--- src/include/muldiv_macros.svh ---
//////////////////////////////
// Width settings for the multiply and divide unit
// Include before the package and in every RTL file that needs them
//////////////////////////////

`ifndef MULDIV_MACROS_SVH
`define MULDIV_MACROS_SVH

// Data width of the integer datapath
// RV64 by default; the W forms assume 64
`define XLEN 64

// One restoring step per quotient bit
`define DIV_ITERS `XLEN

`endif

--- src/source/muldivPkg.sv ---
//////////////////////////////
// Shared types of the multiply and divide unit
// Imported by the RTL files and the testbench
//////////////////////////////

`include "muldiv_macros.svh"

package muldivPkg;

   // Operation codes in funct3 order of the M extension
   typedef enum logic [2:0] {
      OP_MUL    = 3'b000,
      OP_MULH   = 3'b001,
      OP_MULHSU = 3'b010,
      OP_MULHU  = 3'b011,
      OP_DIV    = 3'b100,
      OP_DIVU   = 3'b101,
      OP_REM    = 3'b110,
      OP_REMU   = 3'b111
   } mulDivOpT;

   // Iterative divider FSM
   typedef enum logic [1:0] {
      DIV_IDLE = 2'b00,
      DIV_BUSY = 2'b01,
      DIV_DONE = 2'b10
   } divStateT;

   // Register-width word
   typedef logic [`XLEN-1:0] wordT;

   // Full product width
   typedef logic [2*`XLEN-1:0] dwordT;

endpackage

--- src/source/divIf.sv ---
//////////////////////////////
// Request and result bundle of the iterative divider
// ctrl side sits in the unit top, unit side in the divider
//////////////////////////////

interface divIf;

   import muldivPkg::*;

   // Request, held by the issuing side until done
   logic start;
   wordT dividend;
   wordT divisor;
   logic isSigned;

   // Status and results
   logic busy;
   logic done;
   wordT quot;
   wordT rem;

   // Issuing side
   modport ctrl (
      output start, dividend, divisor, isSigned,
      input  busy, done, quot, rem
   );

   // Divider side
   modport unit (
      input  start, dividend, divisor, isSigned,
      output busy, done, quot, rem
   );

endinterface

--- src/source/divUnit.sv ---
//////////////////////////////
// Iterative radix-2 restoring divider, one quotient bit per cycle
// Start in idle, busy for DIV_ITERS cycles, then done for one cycle
//////////////////////////////

`include "muldiv_macros.svh"

module divUnit (
   input logic clk,
   input logic rstN,
   divIf.unit  div
);

   import muldivPkg::*;

   localparam int CntW = $clog2(`DIV_ITERS);

   // Control state
   divStateT        state;
   divStateT        stateNext;
   logic [CntW-1:0] iterCnt;
   logic            accept;
   logic            lastIter;

   // Working registers
   // quotR starts as |dividend| and fills with quotient bits from the right
   wordT            quotR;
   wordT            remR;
   wordT            divisorR;

   // Fix-up information captured at start
   logic            negQuot;
   logic            negRem;
   logic            divZero;
   logic            overflow;

   // One restoring step
   logic [`XLEN:0]  remShift;
   logic [`XLEN:0]  diff;

   // Operand magnitudes
   wordT            absA;
   wordT            absB;
   logic            signA;
   logic            signB;

   // Signed results
   wordT            quotFix;
   wordT            remFix;

   //////////////////////////////
   // Start and operand capture
   //////////////////////////////

   // Only an idle divider takes a new request
   assign accept = (state == DIV_IDLE) & div.start;

   assign signA = div.isSigned & div.dividend[`XLEN-1];
   assign signB = div.isSigned & div.divisor[`XLEN-1];

   // Most negative number stays as is and reads as 2^(XLEN-1) unsigned
   assign absA = signA ? -div.dividend : div.dividend;
   assign absB = signB ? -div.divisor : div.divisor;

   //////////////////////////////
   // FSM
   //////////////////////////////

   assign lastIter = (iterCnt == CntW'(`DIV_ITERS - 1));

   always_comb begin
      stateNext = state;
      case (state)
         DIV_IDLE: if (accept) stateNext = DIV_BUSY;
         DIV_BUSY: if (lastIter) stateNext = DIV_DONE;
         // Done lasts exactly one cycle
         DIV_DONE: stateNext = DIV_IDLE;
         default:  stateNext = DIV_IDLE;
      endcase
   end

   always_ff @(posedge clk or negedge rstN) begin
      if (!rstN) begin
         state   <= DIV_IDLE;
         iterCnt <= '0;
      end else begin
         state <= stateNext;
         if (accept)
            iterCnt <= '0;
         else if (state == DIV_BUSY)
            iterCnt <= iterCnt + 1'b1;
      end
   end

   //////////////////////////////
   // Shift-subtract datapath
   //////////////////////////////

   // Shift the next dividend bit into the partial remainder
   assign remShift = {remR, quotR[`XLEN-1]};
   assign diff     = remShift - {1'b0, divisorR};

   // Enabled on capture and on every busy cycle, held otherwise
   always_ff @(posedge clk) begin
      if (accept) begin
         quotR    <= absA;
         remR     <= '0;
         divisorR <= absB;
         // Quotient sign follows the operand signs, remainder takes the dividend's
         negQuot  <= signA ^ signB;
         negRem   <= signA;
         divZero  <= (div.divisor == '0);
         overflow <= div.isSigned & (div.dividend == {1'b1, {(`XLEN-1){1'b0}}})
                     & (div.divisor == '1);
      end else if (state == DIV_BUSY) begin
         if (!diff[`XLEN]) begin
            // Subtract fits, quotient bit is one
            remR  <= diff[`XLEN-1:0];
            quotR <= {quotR[`XLEN-2:0], 1'b1};
         end else begin
            // Restore, quotient bit is zero
            remR  <= remShift[`XLEN-1:0];
            quotR <= {quotR[`XLEN-2:0], 1'b0};
         end
      end
   end

   //////////////////////////////
   // Result fix-up
   //////////////////////////////

   always_comb begin
      quotFix = negQuot ? -quotR : quotR;
      remFix  = negRem ? -remR : remR;
      if (divZero) begin
         // Quotient all ones, remainder the dividend
         // Remainder already comes out as |dividend| with the dividend's sign
         quotFix = '1;
      end else if (overflow) begin
         // Most negative / -1 returns the dividend with no remainder
         quotFix = {1'b1, {(`XLEN-1){1'b0}}};
         remFix  = '0;
      end
   end

   // Status straight from the state register
   assign div.busy = (state == DIV_BUSY);
   assign div.done = (state == DIV_DONE);

   // Valid while done is high
   assign div.quot = quotFix;
   assign div.rem  = remFix;

endmodule

--- src/flat_wrapper.sv ---
// flat-port wrapper written by rule: the top's interface ports become plain ports
module divUnit_flat import muldivPkg::*;
  (clk, rstN, div_start, div_dividend, div_divisor, div_isSigned, div_busy, div_done, div_quot, div_rem);
  divIf div_i ();
  input logic clk;
  input logic rstN;
  input wire logic [$bits(div_i.start)-1:0] div_start;
  input wire logic [$bits(div_i.dividend)-1:0] div_dividend;
  input wire logic [$bits(div_i.divisor)-1:0] div_divisor;
  input wire logic [$bits(div_i.isSigned)-1:0] div_isSigned;
  output wire logic [$bits(div_i.busy)-1:0] div_busy;
  output wire logic [$bits(div_i.done)-1:0] div_done;
  output wire logic [$bits(div_i.quot)-1:0] div_quot;
  output wire logic [$bits(div_i.rem)-1:0] div_rem;
  assign div_i.start = div_start;
  assign div_i.dividend = div_dividend;
  assign div_i.divisor = div_divisor;
  assign div_i.isSigned = div_isSigned;
  assign div_busy = div_i.busy;
  assign div_done = div_i.done;
  assign div_quot = div_i.quot;
  assign div_rem = div_i.rem;
  divUnit u_core (.clk(clk), .rstN(rstN), .div(div_i));
endmodule
--- config.mk ---
export PLATFORM = sky130hd
export DESIGN_NAME = divUnit_flat
export DESIGN_NICKNAME = d
export VERILOG_FILES = /design/src/source/muldivPkg.sv /design/src/source/divIf.sv /design/src/source/divUnit.sv /design/src/flat_wrapper.sv
export VERILOG_INCLUDE_DIRS = /design/src /design/src/include
export SDC_FILE = /design/constraint.sdc
export NUM_CORES = 1
export LEC_CHECK = 0
export ABC_AREA = 1
export BUFFER_PORTS_ARGS = -buffer_cell sky130_fd_sc_hd__buf_2
export CORE_UTILIZATION = 50
export DETAILED_ROUTE_END_ITERATION = 6
export MAX_ROUTING_LAYER = met4
export PLACE_DENSITY = 0.72
export SLEW_MARGIN = 20
export SYNTH_ARGS = -nofsm -noshare
export SYNTH_HDL_FRONTEND = slang
export SYNTH_SLANG_ARGS = --single-unit
--- constraint.sdc ---
create_clock -name clk -period 3.4 [get_ports clk]
set_input_delay 0.68 -clock clk [delete_from_list [all_inputs] [get_ports clk]]
set_output_delay 0.68 -clock clk [all_outputs]
set_load 0.1 [all_outputs]
==> results of run 1 <==
[how the worst min path moves through the flow]
stage / cells past startpoint / slack, ns / endpoint
3_3_place_gp: 2 / 0.49 / u_core.remR[53]
2_1_floorplan: 0 / 0.38 / u_core.iterCnt[0]
4_1_cts: 1 / 0.38 / u_core.divisorR[0]
6_report: 1 / 0.40 / u_core.divisorR[0]
3_5_place_dp: 2 / 0.48 / u_core.remR[53]
5_1_grt: 1 / 0.39 / u_core.divisorR[0]
[sequential cells by signal, summed over array words and instances (netlist names)]
name,count
u_core.divZero,1
u_core.divisorR,64
u_core.iterCnt,6
u_core.negQuot,1
u_core.negRem,1
u_core.overflow,1
u_core.quotR,64
u_core.remR,64
u_core.state,2
[layer usage]
metal,routed length (um),vias up,part of all wire [%]
li1,-,13726,-
met1,43900,13253,42
met2,43800,1703,42
met3,13390,235,13
met4,4346,0,4.1
met5,0,-,0
[synthesized netlist by cell type (64+ instances only)]
cell / n
a21oi_1: 179
clkbuf_1: 66
dfxtp_1: 64
edfxtp_1: 132
ha_1: 70
inv_1: 699
nand2_1: 1248
nand3_1: 244
nand4_1: 90
nor2_1: 418
nor3_1: 87
o21ai_0: 161
xor2_1: 118
[final cells by class]
class	count	area, um2
well taps	607	759.5
clock inverters	16	171.4
clock buffers	28	636.9
fillers	4378	15940
flip-flops and latches	204	5537
repair buffers	493	4375
diodes	2	5.005
multi-input cells	3004	16290
inverters	750	2843
[through the flow]
step | setup TNS, ns | setup slack [ns] | power, uW | util [%]
6_report | -5.709 | -0.2457 | 28170 | 65.76
5_1_grt | -9.634 | -0.3040 | 29580 | 65.76
4_1_cts | -4.237 | -0.2121 | 26520 | 63.09
3_5_place_dp | -0.1327 | -0.1327 | 23080 | 59.03
3_3_place_gp | -0.1439 | -0.1439 | 22970 | 59.03
2_1_floorplan | -0.3117 | -0.3117 | 17290 | -
[power groups by stage]
stage | registers [uW] | logic (uW) | clock network, uW
after floorplan | 4590 | 12700 | 0
after global placement | 4920 | 18100 | 0
after detailed placement | 4950 | 18100 | 0
after CTS | 4990 | 18800 | 2730
after global routing | 5300 | 21500 | 2820
final | 5250 | 20200 | 2720
[repair_timing]
action                                 in CTS  in global routing
cloned                                      0                  2
buffers inserted                           64                 55
pin swaps                                  50                 83
endpoints found under the hold margin       8                  0
resized for setup                         191                247
hold buffers                                1                  0
setup endpoints to repair                  88                128
[placed cells by master (no fill, tap or decap), types with 67 or more instances in the layout]
master and n:
buf_12 83, xor2_1 116, inv_2 69, nand4_1 90
buf_2 172, nor2_1 361, edfxtp_1 132, ha_1 68
a21oi_1 146, nor3_1 67, o21ai_0 108, nand2_2 84
buf_4 217, nand3_1 222, inv_1 665, nand2_1 1209
[critical path, stage by stage (launching register included)]
cell,delay (ns)
edfxtp_1,0.41
inv_2,0.11
nand3_2,0.12
nor3_4,0.18
nand3_2,0.15
nor2_4,0.15
nand2_2,0.09
nor2_4,0.15
buf_6,0.13
nand4_1,0.13
nand2_2,0.15
nand2_1,0.06
nand2_1,0.06
nand4_1,0.23
buf_12,0.29
[cells by family (layout without fill, tap and decap cells)]
kind of cell	count (synthesis)	after routing	share of synthesized area, %
simple gates	2294	2296	42.11
xor+xnor	151	151	5.602
fa+ha+maj	71	71	3.795
flops	204	204	23.07
buf+inv	849	1287	13.85
compound gates	486	486	11.58
other cells	0	2	0
==> out/qor.txt, run 1 <==
core area: 46,560 um2
worst skew pair latency: 0.55 ns
Internal Dissipation: 11,910 uW
Synth-to-Final Area Change: 29.70%
relative slew slack: 30.47%
R2R Path End: u_core.remR[2]
peak supply drop: 0.8496 mV
setup violators final: 47
Slew Limit Fails: 0
grt met1 use: 59.43%
Post-synth EDFFs: 132
power density over the cells: 920.0 nW/um2
Cell Count, Final, Fillers Out: 5,104
H-tree depth: 1
Post-DP Area: 27,480 um2
FF-to-FF setup slack: 0.16 ns
worst-margin pin slew: 1.041 ns
Hold WC Path Type: primary input to register
Critical Path AT: 2.97 ns
top cells by area, synth: nand2_1 (20%), edfxtp_1 (17%), inv_1 (11%)
Die Ht: 219.3 um
CTS clk-pin slew, worst paths: 0.06 ns
share of layout cells above drive strength 1: 23.40%
Max-Cap Viols: 0
Gate power share: 71.7%
sequential fraction of the synthesis area: 23.07%
grt met3 use: 10.63%
CP endpoint: div_quot[63]
Worst Skew: 0.01923 ns
Post-Synthesis Net Count: 4,258
TritonCTS clock tree: built
Critical Path Start: u_core.quotR[1]
switching portion of total power: 57.71%
Synth area leader: nand2_1
Routed WL: 105.4 mm
clock tree sinks: 204
Yosys cell types: 54
WP data required: 2.72 ns
fmax: 274.3 MHz
Initial Util: 50.71%
setup ws final: -0.2457 ns
CTS root buf: clkbuf_16
die width: 219.3 um
Max Fanout on Critical Path: 6
DRC errors left: 0
Main synth FF type: edfxtp_1
sequential share of power: 18.6%
Post-synth ARST share: 3.922%
post-synthesis instance area: 23,610 um2
initial antenna violation count: 3
1st-pass router iterations: 6
top cell type's share of synthesized area: 19.84%
placed insts: 4,936
Worst Setup End Kind: primary output
row cnt: 79
first-pass GRT wire length: 152.5 mm
Ys Warns: 0
Final period util: 107.2%
Final Hold Viols: 0
Detail Route Antenna Nets: 0
cells on worst reg2reg path: 17
net switching power: 16,260 uW
Mapped Cells: 4,055
gr usage total: 43.25%
RD Place Congestion: 1.138
status: finished with violations
Avg Cell Area, Syn: 5.822 um2
hold_sp: div_divisor[0]
busiest grt layer: met2
largest net degree at the start of global routing: 114
Synth Register Bits: 204
drt initial violations: 3,525
number of port buffers: 261
Worst setup SP type: register
TritonCTS Buffers: 24
Clock Path Buffers: 3
critical path class: register to primary output
met2 Use GR: 61.34%
fin area: 30,620 um2
vias in the first global route: 25,843
Hold Slack: 0.4042 ns
P_leak: 0.01519 uW
Final Critical Period: 3.646 ns
post-DP HPWL: 83.89 mm
WL per Instance: 20.66 um
Clock power frac: 9.6%
num ports: 262
RSZ-0062 raised after global routing: yes
# nets final: 4,680
total grt overflow: 0
failing checks: negative setup slack
Via Count: 28,917
DIE AREA: 48,090 um2
vias per cell: 5.666
Reg2Reg Launch Point: u_core.divisorR[11]
Note: power is estimated with default switching activity, not from simulation.
==> inputs of run 2 (changes only) <==
BUFFER_PORTS_ARGS = unset   (was -buffer_cell sky130_fd_sc_hd__buf_2)
DONT_BUFFER_PORTS = 1   (was unset)
PLACE_DENSITY = 0.68   (was 0.72)
==> out/qor.txt, run 2 (synthesized netlist as in run 1, its figures left out) <==
status: finished with violations
failing checks: negative setup slack
DRC errors left: 0 (unchanged)
TritonCTS clock tree: built
Cell Count, Final, Fillers Out: 4,979 (-2.4%)
Clock power frac: 10.4% (+0.8 points)
critical path's most frequent cell: nand2_1
clock tree sinks: 204 (unchanged)
Initial Util: 50.71% (unchanged)
worst-margin pin slew: 0.8800 ns (-0.1614 ns)
WP data required: 2.72 ns (about the same)
Worst Setup End Kind: primary output
setup ws final: -0.3923 ns (-0.1466 ns)
WHS Endpoint: u_core.divisorR[0]
Critical Path AT: 3.11 ns (+0.14 ns)
Slew Limit Fails: 0 (unchanged)
WL per Instance: 21.14 um (+2.4%)
FF-to-FF setup slack: 0.25 ns (+0.09 ns)
first-pass GRT wire length: 153.0 mm (+0.33%)
vias in the first global route: 25,890 (+0.18%)
Hold Slack: 0.2014 ns (-0.2028 ns)
Via Count: 28,640 (-0.96%)
Gate power share: 72.0% (+0.3 points)
Worst setup SP type: register
row cnt: 79 (unchanged)
core area: 46,560 um2 (unchanged)
Hold WC Path Type: primary input to register
Internal Dissipation: 12,330 uW (+3.5%)
# nets final: 4,554 (-2.7%)
drt initial violations: 3,577 (+1.5%)
critical path class: register to primary output
RSZ-0062 raised after global routing: yes
Final Hold Viols: 0 (unchanged)
TritonCTS Buffers: 27 (+13%)
peak supply drop: 1.054 mV (+24%)
initial antenna violation count: 1 (-2)
net switching power: 16,230 uW (-0.17%)
total grt overflow: 0 (unchanged)
worst hold path cell count: 0 (-1)
Final TNS setup: -9.634 ns (-3.925 ns)
switching portion of total power: 56.83% (-0.88 points)
Reg2Reg Launch Point: u_core.remR[59]
cells on worst reg2reg path: 15 (-2)
Slowest cell on crit path: edfxtp_1
CP Cell Sequence: inv_2 > nand3_4 > nor3_4 > nand3_2 > nor2_4 > nand2_2 > nor2_4 > nand4_1 > nand2_1 > nand2_1 > nand2_1 > nand2_2 > o21ai_4 > buf_12
Clock Path Buffers: 3 (unchanged)
most frequent cells in the layout: nand2_1 (1,197), inv_1 (673), nor2_1 (360), nand3_1 (216), buf_4 (215)
largest net degree at the start of global routing: 79 (-31%)
most common cell after layout, fill and taps aside: nand2_1
H-tree depth: 1 (unchanged)
Pwr Total: 28,560 uW (+1.4%)
vias per cell: 5.752 (+1.5%)
Final period util: 111.5% (+4.3 points)
Worst Skew: 0.02273 ns (+0.003505 ns)
relative slew slack: 41.34% (+11 points)
post-DP HPWL: 82.01 mm (-2.2%)
Routed WL: 105.3 mm (-0.16%)
Detail Route Antenna Nets: 0 (unchanged)
DIE AREA: 48,090 um2 (unchanged)
CTS root buf: clkbuf_16
CTS clk-pin slew, worst paths: 0.06 ns (about the same)
Max Fanout on Critical Path: 5 (-1)
leading registers by flop count: u_core.divisorR (64), u_core.quotR (64), u_core.remR (64)
fill count: 4,305 (-1.7%)
Die Ht: 219.3 um (unchanged)
setup violators final: 61 (+30%)
1st-pass router iterations: 7 (+1)
RD Place Congestion: 1.089 (-4.4%)
share of layout cells above drive strength 1: 22.19% (-1.2 points)
R2R Path End: u_core.remR[58]
P_leak: 0.01498 uW (-1.4%)
gr usage total: 43.36% (+0.11 points)
slowest cell delay on critical path: 0.44 ns (+0.03 ns)
hold_sp: div_divisor[0]
die width: 219.3 um (unchanged)
Final Critical Period: 3.792 ns (+0.1466 ns)
Synth-to-Final Area Change: 31.05%
placed insts: 4,812 (-2.5%)
Max-Cap Viols: 0 (unchanged)
number of port buffers: 0 (-100%)
sequential share of power: 17.6% (-1.0 points)
fmax: 263.7 MHz (-3.9%)
num ports: 262 (unchanged)
worst skew pair latency: 0.59 ns (+0.04 ns)
power density over the cells: 923.0 nW/um2 (+0.33%)
[run 2: timing repair]
| action | CTS | global route |
|---|---|---|
| buffers inserted | 83 | 54 |
| endpoints found under the setup margin | 82 | 88 |
| hold endpoints to repair | 8 | 0 |
| hold buffers | 1 | 0 |
| resized for setup | 272 | 215 |
| pin swaps | 69 | 96 |
[run 2: worst max path at each step]
stage / from / cells past startpoint / slack, ns / end
after floorplan: u_core.quotR[1] / 11 / -0.31 / div_quot[30]
after global placement: u_core.quotR[1] / 14 / 0.17 / div_quot[52]
after detailed placement: u_core.quotR[1] / 14 / 0.11 / div_quot[52]
after CTS: u_core.quotR[1] / 14 / -0.22 / div_quot[39]
after global routing: u_core.quotR[2] / 14 / -0.48 / div_quot[59]
final: u_core.quotR[2] / 14 / -0.39 / div_quot[59]
[run 2: layout make-up]
type / instances / area, um2 / area share, %
antenna: 1 / 2.502 / 0.008089
inverter: 750 / 2831 / 9.152
timing repair buffer: 366 / 4250 / 13.74
clock inverter: 16 / 187.7 / 0.6066
multi-input combinational: 3002 / 16710 / 54.02
tap: 607 / 759.5 / 2.455
sequential: 204 / 5487 / 17.73
clock buffer: 33 / 708.2 / 2.289
[run 2: metal layers]
layer	track usage, %	vias up	part of all wire (%)
met5	-	-	0
met2	63.85	1726	43
met4	16.30	0	4.8
li1	-	13462	-
met3	8.552	325	11
met1	58.31	13127	41
[run 2: through the flow]
step | setup slack (ns) | utilization (%) | instance area (um2)
3_5_place_dp | 0.1105 | 58.84 | 27400
5_1_grt | -0.4764 | 66.45 | 30940
2_1_floorplan | -0.3117 | - | 23930
4_1_cts | -0.2158 | 64.08 | 29830
6_report | -0.3923 | 66.45 | 30940
3_3_place_gp | 0.1710 | 58.84 | 27400
[run 2: power groups by stage]
| stage | Sequential [uW] | Combinational (uW) | Clock (uW) |
|---|---|---|---|
| floorplan | 4590 | 12700 | 0 |
| global placement | 4840 | 18300 | 0 |
| detailed placement | 4860 | 18400 | 0 |
| CTS | 4880 | 19400 | 2960 |
| global route | 5080 | 21900 | 3050 |
| finish | 5030 | 20600 | 2960 |
[run 2: worst max-delay path: cells and delay by family (launching register included)]
kind / cells / cell delay, ns
flip-flops: 1 / 0.44
buffers and inverters: 2 / 0.33
AND/OR/NAND/NOR: 11 / 1.46
AO/OA/AOI/OAI: 1 / 0.27
